## src/rtl/dcachePkg.sv

```systemverilog
package dcachePkg;

  // cache geometry
  localparam int ADDR_W   = 32;
  localparam int XLEN     = 64;
  localparam int LINE_W   = 256;
  localparam int OFFSET_W = 5;
  localparam int INDEX_W  = 6;
  localparam int TAG_W    = 21;
  localparam int SETS     = 64;
  localparam int BEATS    = 4;
  localparam int MASK_W   = 8;

  // processor request with right-aligned data and mask
  typedef struct packed {
    logic              write;
    logic [ADDR_W-1:0] addr;
    logic [XLEN-1:0]   wrData;
    logic [MASK_W-1:0] mask;
  } cpuReq_t;

  // dirty line going back to memory
  typedef struct packed {
    logic [ADDR_W-1:0] addr;
    logic [LINE_W-1:0] data;
  } memWrReq_t;

  typedef enum logic [2:0] {
    Idle,
    Compare,
    WriteBack,
    Miss,
    Refill,
    Replace
  } cacheState_e;

  // way 0 or way 1
  typedef logic wayIdx_t;

endpackage

```

## src/rtl/refillBuffer.sv

```systemverilog
module refillBuffer (
  input  logic                         clk,
  input  logic                         rst_n,
  input  logic                         refill_i,
  input  logic [dcachePkg::XLEN-1:0]   rdData_i,
  input  logic                         dataValid_i,
  input  logic                         rdLast_i,
  output logic [dcachePkg::LINE_W-1:0] line_o
);
  import dcachePkg::*;

  logic [$clog2(BEATS)-1:0] beatCnt;
  logic [LINE_W-1:0]        lineBuf;

  // back to slot 0 once the last beat lands
  always_ff @(posedge clk or negedge rst_n) begin
    if (!rst_n) begin
      beatCnt <= '0;
    end else if (refill_i && dataValid_i) begin
      beatCnt <= rdLast_i ? '0 : beatCnt + 1'b1;
    end
  end

  always_ff @(posedge clk) begin
    if (refill_i && dataValid_i) begin
      lineBuf[beatCnt*XLEN +: XLEN] <= rdData_i;
    end
  end

  assign line_o = lineBuf;

endmodule

```

## config.mk

```make
export PLATFORM = sky130hd
export DESIGN_NAME = refillBuffer
export DESIGN_NICKNAME = d
export VERILOG_FILES = /design/src/rtl/dcachePkg.sv /design/src/rtl/refillBuffer.sv
export SDC_FILE = /design/constraint.sdc
export NUM_CORES = 1
export LEC_CHECK = 0
export BUFFER_PORTS_ARGS = -buffer_cell sky130_fd_sc_hd__buf_2
export CAP_MARGIN = 20
export CORE_MARGIN = 2
export CORE_UTILIZATION = 54
export DETAILED_ROUTE_END_ITERATION = 8
export HOLD_SLACK_MARGIN = 0.08
export PLACE_DENSITY = 0.85
export SLEW_MARGIN = 20
export SYNTH_ARGS = -nofsm -noshare
export SYNTH_HDL_FRONTEND = slang
export SYNTH_SLANG_ARGS = --single-unit
```

## constraint.sdc

```tcl
create_clock -name clk -period 8.08 [get_ports clk]
set_input_delay 1.212 -clock clk [delete_from_list [all_inputs] [get_ports clk]]
set_output_delay 1.212 -clock clk [all_outputs]
set_load 0.005 [all_outputs]
```

## Word level (Yosys, flattened, before mapping)

Cells that the tools add are included.
W data, S select, Z words.

- Flip-flop bits (word level): 258
- Output and inout bits: 256
- Word-level logic and storage cells: 9
- Input port bits: 69

- Multiplexer cells: 2
- Reduce and logical (&&, ||, !) cells: 1
- Add/sub/neg operators: 2
- Shift operators: 2

Operator list:

| cell | number |
|---|---|
| $bwmux W256 | 1 |
| $shift A64 B34 Y256 const A | 1 |
| $shiftx A64 B34 Y256 | 1 |
| $neg A8 Y34 | 1 |
| $add A2 B1 Y2 const B | 1 |
| $mux W2 | 1 |
| $logic_and A1 B1 Y1 | 1 |

## Longest topological paths before layout

- Depth after elaboration: 3
- Mapped depth: 6
- Gate-level depth less buffers: 4

## Worst setup path after synthesis

OpenSTA, ideal clock, no wires.

- Kind: input -> register
- Start: in refill_i
- End: reg lineBuf[100] (netlist: line_o[100]) (enable)
- Cell stages on the path: 1
- Setup time: 429 ps
- Buffers on the path: 0
- Arrival time: 2770 ps
- Setup slack: 4880 ps
- Path through: and3_1

- Word-level cells in the longest chain between the ends: 1

Ends and longest elaborated chain:

| item | line | RTL |
|---|---|---|
| from (decl) | refillBuffer.sv:4 | `input logic refill_i,` |
| $logic_and A1 B1 Y1 | refillBuffer.sv:25 | `if (refill_i && dataValid_i) begin` |
| to (signal, indexed assignment) | refillBuffer.sv:26 | `lineBuf[beatCnt*XLEN +: XLEN] <= rdData_i;` |
| to (decl) | refillBuffer.sv:13 | `logic [LINE_W-1:0] lineBuf;` |

Every way passes these cells.
A chain may end at the register's enable or synchronous reset.

## Worst setup path in the final report

- Start: reg beatCnt[0]
- End: reg lineBuf[39] (netlist: line_o[39]), data pin

- Word-level cells in the longest chain between the ends: 3
- Elaborated cells on any way between the ends: 4
- Classes of those cells: 1 x add/sub; 2 x shift; 1 x mux

Ends and longest elaborated chain:

| item | line | RTL |
|---|---|---|
| from (decl) | refillBuffer.sv:12 | `logic [$clog2(BEATS)-1:0] beatCnt;` |
| from (signal assigned) | refillBuffer.sv:20 | `beatCnt <= rdLast_i ? '0 : beatCnt + 1'b1;` |
| $neg A8 Y34 (*) | refillBuffer.sv:26 |  |
| $shiftx A64 B34 Y256 or $shift A64 B34 Y256 (tied branches) | refillBuffer.sv:26 |  |
| $bwmux W256 (*) | refillBuffer.sv:26 |  |

Mark *: on every way between the ends. The rest lies on a longest branch, timed or not.

==> results.tsv <==
metric	value	unit
status	completed	
Synth top area share	78.7	%
max cap viols	0	
Slew Limit Fails	0	
YS warnings	0	
clk buf depth	3	
initial antenna violation count	2	
TritonCTS clock tree	done	
final core utilization	69.7	%
Syn Nets	651	
1st-pass router iterations	4	
Via density	5.37	
Clock Sinks	258	
fin crit share	35.3	%
largest area contributor in the netlist	edfxtp_1	
residual DRC count	0	
sw frac	25.5	%
Die Ht	139	microns
Site Rows	49	
total power draw	3.32	mW
hold_buf cts	0	
Leakage	5.55	nW
Chip Width	139	microns
Core Region	17800	sq um
Cell Area, Placed	11600	sq um
Post-Synthesis Cells	577	
crit path launch type	flop	
first-pass GRT wire length	35500	microns
synth cell count leaders	256 x edfxtp_1, 129 x and3_1, 127 x and2_1	
sequential share of the synthesized area	79.2	%
Hold WC Path Type	input port to asynchronous set/reset pin	
Setup Buffers After CTS	0	
synthesized area	9770	sq um
R2R setup slack	5.23	ns
clk_lat worst skew	0.51	ns
sw power	0.847	mW
Placer Congestion	0.826	
vias in the first global route	5978	
post-synthesis sequential element count	258	
crit-path max cell delay	0.82	ns
root buf cell	clkbuf_16	
WHS	0.474	ns
sequential group share of total power	48.6	%
most frequent cell after synthesis	edfxtp_1	
DRT antenna net count	0	
Tmin final	2.85	ns
GRT overflow	0	
DR vias	6158	
power share of the clock group	35.5	%
worst endpoint data arrival time	3.22	ns
Synth cell types	20	
register area	7740	sq um
Setup Crit Path Kind	flop to flop	
Fin Setup TNS	0	ns
CP max stage cell	and4bb_2	
share of layout cells above drive strength 1	41.8	%
antenna cells	0	
Worst slew margin	33.1	%
area occupied by multi-input gates	1820	sq um
DP HPWL	14700	microns
fraction of registers with async set or reset after synthesis	0.775	%
Num CTS Buffers	25	
Fmax	350	MHz
Post-synth EDFFs	256	
clock transition at the registers of the reported paths	0.06	ns
Synth Area per Inst	16.9	sq um
fill count	1204	
largest net degree at the start of global routing	67	
IO buf count	324	
Crit. End Element	flop	
ranking of synthesized cells by area	edfxtp_1 79%, and3_1 8.3%, and2_1 8.1%	
Total GRT Usage	23.8	%
skew final	0.0121	ns
CP delay by family, top	simple AND/OR/NAND/NOR gates	
required time worst endpoint	8.44	ns
Hold Vio Cnt, Final	0	
Post-CTS Resized	0	
Starting Density	54.8	%
Initial DRC Count	454	
Gate power share	15.9	%
peak supply drop	0.298	mV
IO Count	325	
die area	19200	sq um
WL per Instance	20.6	microns
Cell Chain, Critical Path	inv_1 -> ha_1 -> and4bb_2 -> buf_4 -> and2_1	
crit path max fanout	33	
# setup viols final	0	
Pwr Density	267	nW/um^2
top_reg_cell synth	edfxtp_1	
Cell Int Power	2.48	mW
CTS H-Tree Depth	1	
worst slew pin tran	1.00	ns
Final Instance Area	12400	sq um
Nets	973	
final wirelength	23600	microns
critical path buffer and inverter count	2	
Area growth syn-to-layout	27.2	%
RSZ-0062 raised after global routing	no	
layout make-up:
type | instances | area share (%)
clock buffer | 33 | 5.68
clock inverter | 12 | 1.07
inverter | 2 | 0.0604
multi-input combinational | 277 | 14.7
sequential | 258 | 62.2
tap | 229 | 2.30
timing repair buffer | 335 | 14.0
logic make-up (layout without fill, tap and decap cells):
logic type	count (synthesis)	count (layout)	synth area share, %
and+or+nand+nor	270	270	17.5
muxes	2	2	0.218
DFF	258	258	79.2
adders and majority gates	5	5	0.640
buffers and inverters	42	382	2.42
sequential cells by signal, summed over array words and instances, names as in the netlist:
register,flops
beatCnt,2
line_o,256
through the flow:
stage	setup WS, ns	cells
3_3_place_gp	5.09	1099
4_1_cts	5.16	1145
6_report	5.23	1146
2_1_floorplan	4.88	577
3_5_place_dp	5.06	1100
5_1_grt	5.11	1146
placed cells by master (no fill, tap or decap):
cell type / n
clkbuf_1: 3
nor2_4: 1
mux2_2: 1
buf_12: 1
nor2b_1: 1
buf_4: 9
and4bb_2: 1
clkinv_1: 4
inv_1: 2
nand2b_1: 1
nor2_1: 2
clkbuf_8: 5
and3_1: 125
clkbuf_16: 25
buf_2: 324
and3b_1: 4
and3_2: 4
ha_1: 5
dfrtp_1: 2
nor2b_4: 2
bufinv_16: 3
buf_16: 1
mux2i_1: 1
clkinv_2: 4
nor4b_4: 1
and2_1: 127
edfxtp_1: 256
nand2_1: 1
clkinvlp_4: 1
path summary, 6_finish.rpt:
| path | from | to | depth (start not counted) |
|---|---|---|---|
| max | beatCnt[0] | line_o[39] | 5 |
| min | rst_n | beatCnt[0] | 1 |
| max reg2reg | beatCnt[0] | line_o[39] | 5 |
| min reg2reg | beatCnt[1] | beatCnt[1] | 2 |
| max in group asynchronous | rst_n | beatCnt[1] | 1 |
| min in group clk | beatCnt[1] | beatCnt[1] | 2 |
metal layers:
layer / global-route usage, % / share of wire (%) / up-vias
met2: 39.9 / 51 / 317
met4: 7.79 / 3.1 / 4
met5: 0 / 0.089 / -
met1: 30.8 / 38 / 3018
li1: - / - / 2758
met3: 5.89 / 8.2 / 61
power by group through the flow:
stage          Sequential, mW  Clock (mW)  Combinational [mW]
2_1_floorplan            1.65           0               0.295
3_3_place_gp             1.64           0               0.489
3_5_place_dp             1.64           0               0.523
4_1_cts                  1.61        1.20               0.524
5_1_grt                  1.62        1.24               0.573
6_report                 1.61        1.18               0.528
(Power assumes the default switching activity.)
