**config.mk**
```make
export PLATFORM = sky130hd
export DESIGN_NAME = tagStore
export DESIGN_NICKNAME = d
export VERILOG_FILES = /design/src/rtl/dcachePkg.sv /design/src/rtl/tagStore.sv
export SDC_FILE = /design/constraint.sdc
export NUM_CORES = 2
export LEC_CHECK = 0
export ABC_AREA = 1
export BUFFER_PORTS_ARGS = -buffer_cell sky130_fd_sc_hd__buf_4
export CELL_PAD_IN_SITES_DETAIL_PLACEMENT = 2
export CELL_PAD_IN_SITES_GLOBAL_PLACEMENT = 2
export CORE_ASPECT_RATIO = 0.6
export CORE_MARGIN = 2
export CORE_UTILIZATION = 45
export DETAILED_ROUTE_END_ITERATION = 7
export PLACE_DENSITY = 0.88
export SYNTH_ARGS = -nofsm -noshare
export SYNTH_HDL_FRONTEND = slang
export SYNTH_SLANG_ARGS = --single-unit
```
**constraint.sdc**
```tcl
create_clock -name clk -period 4.36 [get_ports clk]
set_input_delay 0.654 -clock clk [delete_from_list [all_inputs] [get_ports clk]]
set_output_delay 0.654 -clock clk [all_outputs]
set_load 0.005 [all_outputs]
```
**src/rtl/dcachePkg.sv**
```systemverilog
package dcachePkg;

  // cache geometry
  localparam int ADDR_W   = 32;
  localparam int XLEN     = 64;
  localparam int LINE_W   = 256;
  localparam int OFFSET_W = 5;
  localparam int INDEX_W  = 6;
  localparam int TAG_W    = 21;
  localparam int SETS     = 64;
  localparam int BEATS    = 4;
  localparam int MASK_W   = 8;

  // processor request with right-aligned data and mask
  typedef struct packed {
    logic              write;
    logic [ADDR_W-1:0] addr;
    logic [XLEN-1:0]   wrData;
    logic [MASK_W-1:0] mask;
  } cpuReq_t;

  // dirty line going back to memory
  typedef struct packed {
    logic [ADDR_W-1:0] addr;
    logic [LINE_W-1:0] data;
  } memWrReq_t;

  typedef enum logic [2:0] {
    Idle,
    Compare,
    WriteBack,
    Miss,
    Refill,
    Replace
  } cacheState_e;

  // way 0 or way 1
  typedef logic wayIdx_t;

endpackage

```
**src/rtl/tagStore.sv**
```systemverilog
module tagStore (
  input  logic                          clk,
  input  logic                          rst_n,
  input  logic [dcachePkg::INDEX_W-1:0] index_i,
  input  logic [dcachePkg::TAG_W-1:0]   tag_i,
  input  dcachePkg::wayIdx_t            victimWay_i,
  input  dcachePkg::wayIdx_t            hitWay_i,
  input  logic                          storeEn_i,
  input  logic                          fill_i,
  output logic [1:0]                    wayHit_o,
  output logic                          victimDirty_o,
  output logic [dcachePkg::TAG_W-1:0]   victimTag_o
);
  import dcachePkg::*;

  logic [TAG_W-1:0]       tagArr [2][SETS];
  logic [1:0][SETS-1:0]   validBits;
  logic [1:0][SETS-1:0]   dirtyBits;

  // tag written together with the refilled line
  always_ff @(posedge clk) begin
    if (fill_i) begin
      tagArr[victimWay_i][index_i] <= tag_i;
    end
  end

  always_ff @(posedge clk or negedge rst_n) begin
    if (!rst_n) begin
      validBits <= '0;
    end else if (fill_i) begin
      validBits[victimWay_i][index_i] <= 1'b1;
    end
  end

  always_ff @(posedge clk or negedge rst_n) begin
    if (!rst_n) begin
      dirtyBits <= '0;
    end else if (fill_i) begin
      dirtyBits[victimWay_i][index_i] <= 1'b0;
    end else if (storeEn_i) begin
      dirtyBits[hitWay_i][index_i] <= 1'b1;
    end
  end

  // per-way tag compare
  always_comb begin
    for (int w = 0; w < 2; w++) begin
      wayHit_o[w] = validBits[w][index_i] && (tagArr[w][index_i] == tag_i);
    end
  end

  // dirty is only ever set on a valid line
  assign victimDirty_o = dirtyBits[victimWay_i][index_i];
  assign victimTag_o   = tagArr[victimWay_i][index_i];

endmodule

```
==> flow_metrics.py, run 1 <==
metrics = {
    "outcome": {
        "status": "did not finish",
        "stop_stage": "global routing",
        "error": "[ERROR GRT-0232] Routing congestion too high. Check the congestion heatmap in the GUI.",
    },
    "floorplanning": {
        "fp-row-count": 157,
        "dieHeight_um": 434.2,
        "ios": 57,
        "die_w_um": 721.0,
        "initial_core_util": 0.4538,
    },
    "global_routing": {
        "grt_max_degree": 121,
        "antenna_found_initial": 224,
        "grt-ovfl-total": 100,
        "track_usage": 0.8485,
    },
    "logic_synthesis": {
        "yosys.area.top_type": "edfxtp_1",
        "syn_area_um2": 138800,
        "ys_seq_area_frac": 0.6277,
        "yosys.area.top_type_share": 0.5816,
        "avgSynthCellArea_um2": 9.303,
        "synthCells": 14920,
        "synth_cell_types": 47,
        "synth_seq_cells": 2944,
        "netlist_top_cells_area": "edfxtp_1, nand2_1, o21ai_0",
        "post-synth-top-count-cell": "nand2_1",
        "ys.flop_type": "edfxtp_1",
        "ys_top_cells_by_count": "nand2_1, edfxtp_1, o21ai_0, nor2_1, inv_1",
        "synth_edf_count": 2688,
        "syn_nets": 14953,
        "yosys_warnings": 0,
        "async_flop_share": 0.08696,
    },
    "cts": {
        "cts.path.max_buffers": 4,
        "cts_root_buf": "clkbuf_16",
        "cts.htree.levels": 5,
        "clock_sinks": 2944,
        "numCtsBuffers": 300,
    },
    "placed_design": {
        "gp_congestion": 0.9967,
        "place.port_buffers": 56,
        "hpwl_mm": 557.2,
    },
    "timing": {
        "worst_path_end_type": "top-level output",
        "crit_endpoint": "wayHit_o[1]",
    },
}
repair_timing:
action,4_1_cts
setup buffers,36
cloned,20
hold endpoints to repair,60
hold buffers,1
resized for setup,285
endpoints found under the setup margin,18
pin swaps,41
cells by family after synthesis:
group	count (synthesis)	synth area share
multiplexers	7	0.0005048
AO/OA/AOI/OAI	2726	0.1057
buffers and inverters	1996	0.05892
flip-flops	2944	0.6277
AND/OR/NAND/NOR	7247	0.2072
metrics by stage:
stage	util	std cells	TNS (ns)	worst slack, ns	cell area, um2
after detailed placement	0.5109	19534	-4.219	-0.8373	156300
after CTS	0.5481	20111	-0.06581	-0.06581	167600
after floorplan	-	14920	0	0.5675	138800
after global placement	0.5109	19533	-5.646	-2.691	156300
layer usage:
layer	track usage	GRT overflow
met3	0.7595	11
met1	0.8396	2
met5	0.6015	1
met2	0.9546	36
met4	0.8458	50
==> run 2, diff against run 1 <==
- CELL_PAD_IN_SITES_DETAIL_PLACEMENT: 2 -> unset
- CELL_PAD_IN_SITES_GLOBAL_PLACEMENT: 2 -> unset
- CORE_ASPECT_RATIO: 0.6 -> unset
- CORE_UTILIZATION: 45 -> 40
- PLACE_DENSITY: 0.88 -> unset
- PLACE_DENSITY_LB_ADDON: unset -> 0.15
==> run 2 against run 1 <==
Effect of this change:
- synthesized area did not move
- the flow now finishes, with violations (design-rule violations, negative setup slack)
- synthesized cell count unchanged
==> flow_metrics.py, run 2 <==
metrics = {
    "floorplanning": {
        "fp-row-count": 216,
        "ios": 57,
        "die_w_um": 593.1,
        "initial_core_util": 0.4015,
        "dieHeight_um": 593.1,
        "core_area_um2": 345700,
        "die_area_um2": 351700,
    },
    "timing": {
        "fin_skew_ns": 0,
        "rsz0062_at_grt": "yes",
        "setup-violations-final": 3,
        "finalWorstSetupSlack_ns": -0.1618,
        "drv_slew": 0,
        "fin_crit_ns": 4.522,
        "slew_headroom": 0.2975,
        "finalHoldViolCount": 0,
        "fmax_mhz": 221.2,
        "worst_pin_slew_ns": 1.054,
        "fin_crit_sh": 1.037,
    },
    "placed_design": {
        "place.port_buffers": 56,
        "gp_congestion": 1.025,
        "hpwl_mm": 425.8,
        "dpl_cell_area_um2": 155200,
        "dp_cells": 19883,
    },
    "power": {
        "p_leak_nw": 68.65,
        "powerDensity_nw_per_um2": 400.9,
        "vdd.ir_drop.worst_uv": 360.2,
    },
    "logic_synthesis": {
        "synth_seq_cells": 2944,
        "syn_area_um2": 138800,
        "yosys_warnings": 0,
        "synthCells": 14920,
        "yosys.area.top_type_share": 0.5816,
        "yosys.area.top_type": "edfxtp_1",
        "ys_top_cells_by_count": "nand2_1, edfxtp_1, o21ai_0, nor2_1, inv_1",
        "ys.flop_type": "edfxtp_1",
        "post-synth-top-count-cell": "nand2_1",
        "syn_nets": 14953,
        "avgSynthCellArea_um2": 9.303,
        "netlist_top_cells_area": "edfxtp_1, nand2_1, o21ai_0",
        "synth_cell_types": 47,
        "synth_edf_count": 2688,
        "async_flop_share": 0.08696,
        "ys_seq_area_frac": 0.6277,
    },
    "routing": {
        "detail_route.wl_per_cell_um": 30.16,
        "dr.pass1.iters": 8,
        "ant_nets": 0,
        "routed_wl_mm": 619.6,
        "via_count": 116944,
        "drc": 1,
        "via_per_inst": 5.693,
        "initialDrtViolationCount": 16989,
    },
    "setup_path": {
        "worstReg2RegStart": "dirtyBits[77]",
        "end_kind": "primary output",
        "arrival_ns": 3.87,
        "reg2reg_to": "dirtyBits[77]",
        "r2r_slack_ns": 3.55,
        "crit_required_ns": 3.71,
        "critPathKind": "primary input to primary output",
        "start_kind": "primary input",
        "critical_path.max_fanout": 14,
        "worstRegToRegCells": 3,
    },
    "final_layout": {
        "top_register": "tagArr",
        "area_growth_pct": 20.43,
        "largest_reg_flops": 2688,
        "nets": 15708,
        "mostFrequentLayoutCell": "nand2_1",
        "final_cell_count_no_fill": 20543,
        "fill_cells": 32374,
        "fin_area_um2": 167200,
        "mostFrequentLayoutCells": "nand2_1, edfxtp_1, o21ai_0",
        "top_regs": "tagArr: 2688 flops, dirtyBits: 128 flops, validBits: 128 flops",
        "drive_gt1_frac": 0.1410,
    },
    "cts": {
        "numCtsBuffers": 335,
        "clk_pin_slew_worst_paths_ns": 0.07,
        "clock_sinks": 2944,
        "tritoncts": "done",
        "clk_latency_ns": 0.95,
        "cts.path.max_buffers": 4,
        "cts.htree.levels": 5,
        "cts_root_buf": "clkbuf_16",
    },
    "hold_path": {
        "worst_hold_path.endpoint": "tagArr[0][981]",
        "hold_path_class": "primary input to flop",
        "hold_depth": 1,
        "min_from": "tag_i[15]",
    },
    "global_routing": {
        "antenna_found_initial": 60,
        "track_usage": 0.3449,
        "grt_pass1_vias": 106322,
        "grt-ovfl-total": 0,
        "grt_max_degree": 116,
        "grt_pass1_wl_mm": 846.3,
    },
    "outcome": {
        "violations": "design-rule violations, negative setup slack",
        "status": "complete, but fails checks",
    },
    "run": {
        "maxCapViolations": 0,
    },
}
## run 2: cell counts after synthesis
No cell type changed its count.
## run 2: cell type report
class / instances / area [um2] / share of cell area
Sequential cell: 2944 / 87120 / 0.5212
Multi-Input combinational cell: 9980 / 44930 / 0.2688
Timing Repair Buffer: 1344 / 14430 / 0.08630
Clock buffer: 432 / 9012 / 0.05392
Tap cell: 4578 / 5728 / 0.03427
Inverter: 1069 / 4084 / 0.02443
Clock inverter: 186 / 1814 / 0.01085
Antenna cell: 9 / 22.52 / 0.0001347
Timing Repair inverter: 1 / 11.26 / 0.00006737
## run 2: worst max-delay path by stage
stage	from	to	slack [ns]	cells after the start
final	index_i[5]	wayHit_o[0]	-0.16	17
after global routing	index_i[5]	wayHit_o[0]	-0.13	17
after CTS	index_i[0]	wayHit_o[0]	-0.1	21
after detailed placement	index_i[0]	wayHit_o[0]	-0.91	20
after global placement	index_i[0]	wayHit_o[0]	-0.93	20
after floorplan	index_i[1]	tagArr[1][252]	0.57	10
## run 2: kinds of logic (layout without fill, tap and decap cells)
kind of cell	after synthesis	after routing	share of synthesized area
AO/OA/AOI/OAI	2726	2726	0.1057
buffers and inverters	1996	3032	0.05892
flip-flops	2944	2944	0.6277
multiplexers	7	7	0.0005048
other	0	9	0
AND/OR/NAND/NOR	7247	7247	0.2072
## run 2: report_power, final
| group | internal (mW) | switching [mW] |
|---|---|---|
| Clock | 16.0 | 12.4 |
| Combinational | 2.16 | 5.20 |
| Sequential | 31.1 | 0.122 |
| Total | 49.3 | 17.7 |
## run 2: critical path, stage by stage
cell	delay [ns]
buf_4	0.16
inv_1	0.11
nand2_1	0.31
nor2_4	0.61
buf_4	0.43
o21ai_1	0.25
nand2_1	0.11
nor2_1	0.06
nand2_1	0.05
nand2_1	0.04
nand2_1	0.08
nand2_1	0.08
nor2_2	0.20
nand3_1	0.15
nor2_4	0.28
buf_4	0.16
buf_4	0.09
## run 2: metrics by stage
stage                     hold slack [ns]    util  power [mW]  TNS (ns)  setup slack (ns)
final                              0.1050  0.4836       67.01   -0.2848           -0.1618
after global routing              0.09379  0.4835       68.65   -0.1656           -0.1326
after CTS                         0.06365  0.4817       66.96  -0.09897          -0.09897
after detailed placement           0.4330  0.4490       38.83    -3.377           -0.9139
after global placement             0.4293  0.4490       38.81    -3.764           -0.9347
after floorplan                    0.3584       -       34.78         0            0.5675
## run 2: timing repair
item	4_1_cts	5_1_grt
resized for setup	97	84
setup buffers	12	15
pin swaps	9	23
cloned	1	6
setup endpoints to repair	9	9
hold buffers	1	0
hold endpoints to repair	45	0
## run 2: routing by layer
metal / vias up / wire, um / global-route usage
li1: 51649 / - / -
met1: 57214 / 245800 / 0.4693
met2: 6761 / 265600 / 0.5153
met3: 1294 / 65670 / 0.06827
met4: 26 / 42430 / 0.1958
met5: - / 146 / 0
No activity file was read; power rests on OpenSTA's default activity.
