[config.mk]
export PLATFORM = sky130hd
export DESIGN_NAME = dcacheCtrl
export DESIGN_NICKNAME = d
export VERILOG_FILES = /design/src/rtl/dcachePkg.sv /design/src/rtl/dcacheCtrl.sv
export SDC_FILE = /design/constraint.sdc
export NUM_CORES = 1
export LEC_CHECK = 0
export ABC_AREA = 1
export BUFFER_PORTS_ARGS = -buffer_cell sky130_fd_sc_hd__clkbuf_2
export CORE_AREA = 2 2 123 125
export DETAILED_ROUTE_END_ITERATION = 8
export DIE_AREA = 0 0 125 127
export SYNTH_ARGS = -nofsm -noshare
export SYNTH_HDL_FRONTEND = slang
export SYNTH_SLANG_ARGS = --single-unit
[constraint.sdc]
create_clock -name clk -period 13.45 [get_ports clk]
set_clock_uncertainty 0.2 [all_clocks]
set_input_delay 2.69 -clock clk [delete_from_list [all_inputs] [get_ports clk]]
set_output_delay 2.69 -clock clk [all_outputs]
set_load 0.05 [all_outputs]
[src/rtl/dcachePkg.sv]
package dcachePkg;

  // cache geometry
  localparam int ADDR_W   = 32;
  localparam int XLEN     = 64;
  localparam int LINE_W   = 256;
  localparam int OFFSET_W = 5;
  localparam int INDEX_W  = 6;
  localparam int TAG_W    = 21;
  localparam int SETS     = 64;
  localparam int BEATS    = 4;
  localparam int MASK_W   = 8;

  // processor request with right-aligned data and mask
  typedef struct packed {
    logic              write;
    logic [ADDR_W-1:0] addr;
    logic [XLEN-1:0]   wrData;
    logic [MASK_W-1:0] mask;
  } cpuReq_t;

  // dirty line going back to memory
  typedef struct packed {
    logic [ADDR_W-1:0] addr;
    logic [LINE_W-1:0] data;
  } memWrReq_t;

  typedef enum logic [2:0] {
    Idle,
    Compare,
    WriteBack,
    Miss,
    Refill,
    Replace
  } cacheState_e;

  // way 0 or way 1
  typedef logic wayIdx_t;

endpackage

[src/rtl/dcacheCtrl.sv]
module dcacheCtrl (
  input  logic                        clk,
  input  logic                        rst_n,
  input  dcachePkg::cpuReq_t          req_i,
  input  logic                        reqValid_i,
  output logic                        addrOk_o,
  output logic                        dataOk_o,
  output dcachePkg::cpuReq_t          reqLatch_o,
  input  logic [1:0]                  wayHit_i,
  input  logic                        victimDirty_i,
  input  logic [dcachePkg::TAG_W-1:0] victimTag_i,
  output dcachePkg::wayIdx_t          victimWay_o,
  output dcachePkg::wayIdx_t          hitWay_o,
  output logic                        storeEn_o,
  output logic                        fill_o,
  output logic                        refill_o,
  output logic                        rdValid_o,
  output logic [dcachePkg::ADDR_W-1:0] rdAddr_o,
  input  logic                        rdReady_i,
  input  logic                        rdLast_i,
  input  logic                        dataValid_i,
  output logic                        wrValid_o,
  output logic [dcachePkg::ADDR_W-1:0] wrAddr_o,
  input  logic                        wrReady_i
);
  import dcachePkg::*;

  cacheState_e        curState;
  cacheState_e        nextState;
  cpuReq_t            reqLatch;
  wayIdx_t            victimPtr;
  logic               cacheHit;
  logic [INDEX_W-1:0] index;

  assign index    = reqLatch.addr[OFFSET_W +: INDEX_W];
  assign cacheHit = |wayHit_i;

  always_ff @(posedge clk or negedge rst_n) begin
    if (!rst_n) begin
      curState <= Idle;
    end else begin
      curState <= nextState;
    end
  end

  always_comb begin
    nextState = curState;
    case (curState)
      Idle: begin
        if (reqValid_i) begin
          nextState = Compare;
        end
      end
      Compare: begin
        if (cacheHit) begin
          nextState = Idle;
        end else if (victimDirty_i) begin
          nextState = WriteBack;
        end else begin
          nextState = Miss;
        end
      end
      WriteBack: begin
        // victim must leave before the refill overwrites it
        if (wrReady_i) begin
          nextState = Miss;
        end
      end
      Miss: begin
        if (rdReady_i) begin
          nextState = Refill;
        end
      end
      Refill: begin
        if (dataValid_i && rdLast_i) begin
          nextState = Replace;
        end
      end
      Replace: begin
        nextState = Compare;
      end
      default: begin
        nextState = Idle;
      end
    endcase
  end

  // request held for the whole miss sequence
  always_ff @(posedge clk) begin
    if (curState == Idle && reqValid_i) begin
      reqLatch <= req_i;
    end
  end

  // one pointer shared by all sets
  always_ff @(posedge clk or negedge rst_n) begin
    if (!rst_n) begin
      victimPtr <= 1'b0;
    end else if (curState == Replace) begin
      victimPtr <= ~victimPtr;
    end
  end

  assign addrOk_o   = (curState == Idle);
  assign dataOk_o   = (curState == Compare) && cacheHit;
  assign storeEn_o  = (curState == Compare) && cacheHit && reqLatch.write;
  assign fill_o     = (curState == Replace);
  assign refill_o   = (curState == Refill);
  assign rdValid_o  = (curState == Miss);
  assign wrValid_o  = (curState == WriteBack);
  assign reqLatch_o = reqLatch;
  assign victimWay_o = victimPtr;
  assign hitWay_o   = wayHit_i[1];

  // line addresses with offset bits zero
  assign rdAddr_o = {reqLatch.addr[ADDR_W-1:OFFSET_W], {OFFSET_W{1'b0}}};
  assign wrAddr_o = {victimTag_i, index, {OFFSET_W{1'b0}}};

endmodule

# Word-level counts from Yosys, hierarchy flattened
# Index checks and enable logic that the tools add are counted.
# word_totals
output_inout_bits,178
wordCells,30
register_bits,109
in_bits,136
# classes
muxes,7
n_eq_ne,9
n_reduce_logical,7
n_bitwise,1
# op_table
cell,count
one-hot mux 3 bit (6 select lines),1
two-way mux 3 bit,4
== test 3 x 2 -> 1 bit (second input constant),2
== test 3 bit (second input constant),2
!= test 2 x 1 -> 1 bit (second input constant),3
logical AND 1 bit,4
AND reduction 4 bit,1
== test 3 x 1 -> 1 bit (second input constant),1
logical NOT 3 bit,1
two-way mux 2 bit,1
!= test 2 bit (second input constant),1
OR reduction 2 bit,1
two-way mux 1 bit,1
NOT 1 bit,1

# Longest topological paths before layout
# Gate-level depths: netlist of run 1.
# logic_depth
word_depth,3
depth_mapped,8
mapped_depth_nobuf,7

# Worst setup path after synthesis of run 1
# No wires, ideal clock.
# synth_timing
path_type,input to register
from,in reqValid_i
to,"reg reqLatch, in the netlist rdAddr_o[10] (enable)"
path_slack_ps,2754
t_required_ps,12553
path_stages,2
setup_ps,697
n_path_buf,0
t_arrival_ps,9798
cell_sequence,inv_1 -> nor3_1
# synth_between
elab_chain_cells,1
# synth_rtl
element,line,source
"start, declared",dcacheCtrl.sv:5,"input logic reqValid_i,"
logical AND 1 bit,dcacheCtrl.sv:90,if (curState == Idle && reqValid_i) begin
"end signal, assigned",dcacheCtrl.sv:91,reqLatch <= req_i;
"end, declared",dcacheCtrl.sv:30,cpuReq_t reqLatch;
# Every way passes these cells.
# A chain may end at the register's enable or synchronous reset.

# Worst setup path after layout of run 1
# layout_timing
from,in wayHit_i[1]
to,out storeEn_o
# layout_between
elab_chain_cells,3
# layout_rtl
element,line,source
"start, declared",dcacheCtrl.sv:9,"input logic [1:0] wayHit_i,"
OR reduction 2 bit,dcacheCtrl.sv:36,assign cacheHit = |wayHit_i;
logical AND 1 bit (2 in a row),dcacheCtrl.sv:106,assign storeEn_o = (curState == Compare) && cacheHit && reqLatch.write;
"end, declared",dcacheCtrl.sv:14,"output logic storeEn_o,"
# Every way passes these cells.

==> results of run 1 <==
cell families (layout without fill, tap and decap cells):
logic type	after synthesis	count (layout)	share of synthesized area [%]
other	1	10	0.09494
flip-flops	109	109	82.36
AO/OA/AOI/OAI	3	3	0.4435
XOR/XNOR	1	1	0.2218
AND/OR/NAND/NOR	30	30	3.389
buffers and inverters	75	288	13.49
final cells by class:
type / count / area share, %
Clock buffer: 9 / 4.229
Clock inverter: 7 / 1.104
Inverter: 9 / 0.6344
Multi-Input combinational cell: 44 / 3.806
Sequential cell: 109 / 61.09
Tap cell: 184 / 4.323
Timing Repair Buffer: 263 / 24.81
synthesized netlist by cell type, drive strengths merged:
library cell    n  area share [%]
o211ai          1            0.19
dfrtp           4             2.5
nand2          13             1.3
nor3b           1            0.19
nand3           5            0.63
conb            1           0.095
buf            66              13
inv             9            0.86
edfxtp        105              80
nor3            1            0.13
o21ai           2            0.25
nor2            9            0.98
nand4           1            0.16
xnor2           1            0.22
report_power, final:
group / switching (W) / internal (W)
Sequential: 0.0000299 / 0.000467
Combinational: 0.000408 / 0.0000789
Clock: 0.000124 / 0.000128
registers in the layout (all words and copies together) (netlist names):
register and cells:
victimWay_o 1, curState 3, rdAddr_o 27, reqLatch_o 78
worst reg2reg max path: cells and delay by family (launching register included):
kind / cells / cell delay, ns
buf+inv: 2 / 0.77
flops: 1 / 0.46
simple gates: 2 / 0.36
metal layers:
metal | global-route usage, % | vias to the layer above | share of wire, %
li1 | - | 1136 | -
met3 | 5.109 | 28 | 11
met2 | 19.25 | 172 | 50
met5 | 0 | - | 0
met4 | 6.797 | 0 | 3.4
met1 | 12.59 | 1170 | 36
worst paths after layout:
path / depth (start not counted) / to
setup / recovery: 4 / storeEn_o
hold / removal: 1 / victimWay_o$_DFFE_PN0P_
setup reg to reg: 4 / rdAddr_o[18]$_DFFE_PP_
hold reg to reg: 1 / victimWay_o$_DFFE_PN0P_
max in group asynchronous: 1 / curState[1]$_DFFE_PN0P_
min in group asynchronous: 1 / curState[0]$_DFFE_PN0P_
through the flow:
step | cell area [um2] | power, W
2_1_floorplan | 3984 | 0.0009383
6_report | 5325 | 0.001235
5_1_grt | 5325 | 0.001290
3_3_place_gp | 5041 | 0.0009900
4_1_cts | 5325 | 0.001253
3_5_place_dp | 5041 | 0.0009963
==> flow_summary.ini, run 1 <==
[detailed_routing]
vias_per_cell = 4.010
ant_nets = 0
wl_per_cell_um = 15.10
vias = 2506
initialDrtViolationCount = 98
drc = 0
dr.pass1.iters = 4
routed_wl_um = 9435

[setup_path]
crit_start = wayHit_i[1]
cp_top_family = buffers and inverters
critPathSlowestCell = clkbuf_2
cp-end-kind = primary output
critPathBufInv = 2
path_cells = clkbuf_2 > nor2_1 > nor3b_1 > clkbuf_2
crit_type = in -> out
reg2reg_slack_ns = 11.22
start_kind = input pin
path_max_fanout = 4
worstPathRequired_ns = 10.56
cp.arrival_ns = 3.34
cp_common_cell = clkbuf_2
cp_slowest_stage_delay_ns = 0.30
r2r-start = curState[0]$_DFFE_PN0P_

[clock_tree]
postCtsSetupBuffers = 0
cts.repair.resized = 0
cts_hold_buf = 0
numCtsBuffers = 9
cts_buffer_depth = 2
clock_latency_ns = 0.34
cts_tree = yes
root_buffer = clkbuf_16
cts.htree.levels = 3
path_clk_slew_ns = 0.07
cts.sinks = 109

[sta]
setup_tns_ns = 0
fmax_mhz = 160.4
holdWs_ns = 0.2796
tightest_slew_ns = 0.8212
finalCritPeriodShare_pct = 46.34
max_slew_margin_pct = 45.25
setup_violations = 0
fin_ws_ns = 7.217
post-route-min-period_ns = 6.233
rsz0062_at_grt = false
drv_slew = 0
hold_violations = 0

[yosys]
synth.cell_area_mm2 = 0.003950
syn_area_per_cell_um2 = 18.04
synth_cell_types = 17
synth_cells = 219
yosysSeqAreaShare_pct = 82.36
synth_warnings = 0
ys_ff_latch = 109

[global_routing]
track_usage_pct = 11.68
grt-ovfl-total = 0
antenna_found_initial = 0
grt_pass1_wl_um = 13900
grt_pass1_vias = 2569
grt_max_degree = 65

[die]
fp.dieW_um = 125
die_y_um = 127
die_area_mm2 = 0.01588
start_util_pct = 27.39
fp-row-count = 44
ios = 314
core_area_mm2 = 0.01442

[run]
maxCapViolations = 0

[cells_and_area]
final_common_cell = clkbuf_2
syn2layout_area_growth_pct = 34.81
fillers = 1411
fin_util_pct = 36.92
fin_cells = 625
seqCellArea_mm2 = 0.003253
multi_input_area_um2 = 202.7
n_antenna_cell = 0
layout.nets = 572
layout_common_cells = 261 x clkbuf_2, 105 x edfxtp_1, 12 x nand2_1, 10 x conb_1
drive_gt1_share_pct = 63.72

[placement]
place.gp.congestion = 0.7921
dp_cells = 609
dp_hpwl_um = 7516
port_buffers = 261
preCtsSetupSlack_ns = 7.215

[pwr]
power.density_mw_per_mm2 = 232.0
p_leak_nw = 2.421
peakVddDrop_mv = 0.1258

[hold_path]
hp-class = reg -> reg
hold_start = victimWay_o$_DFFE_PN0P_

[outcome]
status = completed
(Power assumes the default switching activity.)
==> run 2, diff against run 1 <==
clock period = 5.5 ns   (was 13.45 ns; I/O delays follow)
==> flow_summary.ini, run 2 (synthesized netlist as in run 1, its figures left out) <==
[detailed_routing]
ant_nets = 0
initialDrtViolationCount = 108
vias_per_cell = 3.939
drc = 0
wl_per_cell_um = 14.89
dr.pass1.iters = 4
routed_wl_um = 9309
vias = 2462

[cells_and_area]
final_common_cell = clkbuf_2
layout.nets = 572
syn2layout_area_growth_pct = 35.35
drive_gt1_share_pct = 63.72
multi_input_area_um2 = 209.0
n_antenna_cell = 0
layout_common_cells = 261 x clkbuf_2, 105 x edfxtp_1, 12 x nand2_1, 10 x conb_1
stdcell_area_mm2 = 0.005346
seqCellArea_mm2 = 0.003253
largest_register_ffs = 78
fin_cells = 625
fillers = 1423

[clock_tree]
cts_tree = yes
clock_latency_ns = 0.35
root_buffer = clkbuf_16
cts_hold_buf = 0
numCtsBuffers = 9
path_clk_slew_ns = 0.07
cts.repair.resized = 0
postCtsSetupBuffers = 0
cts.sinks = 109
cts_buffer_depth = 2
cts.htree.levels = 3

[hold_path]
hp-class = reg -> reg
hold_end = victimWay_o$_DFFE_PN0P_
hold_depth = 1
hold_start = victimWay_o$_DFFE_PN0P_

[setup_path]
cp_slowest_stage_delay_ns = 0.31
critPathSlowestCell = clkbuf_2
r2r-start = curState[0]$_DFFE_PN0P_
cp-end-kind = primary output
path_cells = clkbuf_2 > nor2_1 > nor3b_1 > clkbuf_2
cp_common_cell = clkbuf_2
worstPathRequired_ns = 4.20
reg2reg_depth = 4
cp.arrival_ns = 1.77
path_max_fanout = 4
reg2reg_slack_ns = 3.35
start_kind = input pin
crit_type = in -> out
r2r_end = rdAddr_o[26]$_DFFE_PP_

[sta]
setup_violations = 0
drv_slew = 0
post-route-min-period_ns = 3.074
setup_tns_ns = 0
holdWs_ns = 0.2739
finalCritPeriodShare_pct = 55.88
rsz0062_at_grt = false
hold_violations = 0
tightest_slew_ns = 0.7149
max_slew_margin_pct = 52.34
fmax_mhz = 325.4

[global_routing]
track_usage_pct = 11.48
antenna_found_initial = 0
grt_pass1_wl_um = 13540
grt-ovfl-total = 0
grt_pass1_vias = 2490
grt_max_degree = 58

[placement]
port_buffers = 261
post_dp_cell_area_mm2 = 0.005047
dp_hpwl_um = 7309
dp_cells = 609
place.gp.congestion = 0.8383

[die]
ios = 314
core_area_mm2 = 0.01442
start_util_pct = 27.39
die_area_mm2 = 0.01588
die_y_um = 127
fp.dieW_um = 125
fp-row-count = 44

[run]
maxCapViolations = 0

[pwr]
p_leak_nw = 2.425
peakVddDrop_mv = 0.2523
power.density_mw_per_mm2 = 573.5

[outcome]
status = completed
## run 2: how the worst max path moves through the flow
stage / startpoint / end / slack (ns) / cells after the start
3_3_place_gp: wayHit_i[1] / storeEn_o / 2.43 / 4
2_1_floorplan: reqValid_i / rdAddr_o[10]$_DFFE_PP_ / 1.18 / 2
3_5_place_dp: wayHit_i[1] / storeEn_o / 2.42 / 4
5_1_grt: wayHit_i[1] / storeEn_o / 2.35 / 4
4_1_cts: wayHit_i[1] / storeEn_o / 2.41 / 4
6_report: wayHit_i[1] / storeEn_o / 2.43 / 4
## run 2: layer usage
metal / track usage, % / share of wire, % / vias up
met5: 0 / 0 / -
li1: - / - / 1135
met2: 19.28 / 51 / 160
met3: 5.067 / 11 / 23
met4: 6.405 / 2.9 / 0
met1: 12.15 / 35 / 1144
## run 2: critical path: cells and delay by family
kind	cells	cell delay, ns
AND/OR/NAND/NOR	2	0.27
buffers and inverters	2	0.40
## run 2: power breakdown
group          total [W]  internal, W  switching [W]
Clock           0.000661     0.000360       0.000301
Sequential       0.00122      0.00114      0.0000741
Combinational    0.00119     0.000194       0.000996
## run 2: area by class of cell
| class | count | area share (%) |
|---|---|---|
| sequential | 109 | 60.85 |
| clock inverter | 5 | 1.240 |
| inverter | 9 | 0.6319 |
| clock buffer | 11 | 4.353 |
| tap | 184 | 4.306 |
| timing repair buffer | 263 | 24.71 |
| multi-input combinational | 44 | 3.908 |
## run 2: metrics by stage
| stage | setup WS, ns | util, % | power [W] |
|---|---|---|---|
| 2_1_floorplan | 1.181 | - | 0.002258 |
| 3_3_place_gp | 2.426 | 34.99 | 0.002422 |
| 3_5_place_dp | 2.420 | 34.99 | 0.002442 |
| 4_1_cts | 2.413 | 37.07 | 0.003115 |
| 5_1_grt | 2.348 | 37.07 | 0.003195 |
| 6_report | 2.426 | 37.07 | 0.003066 |
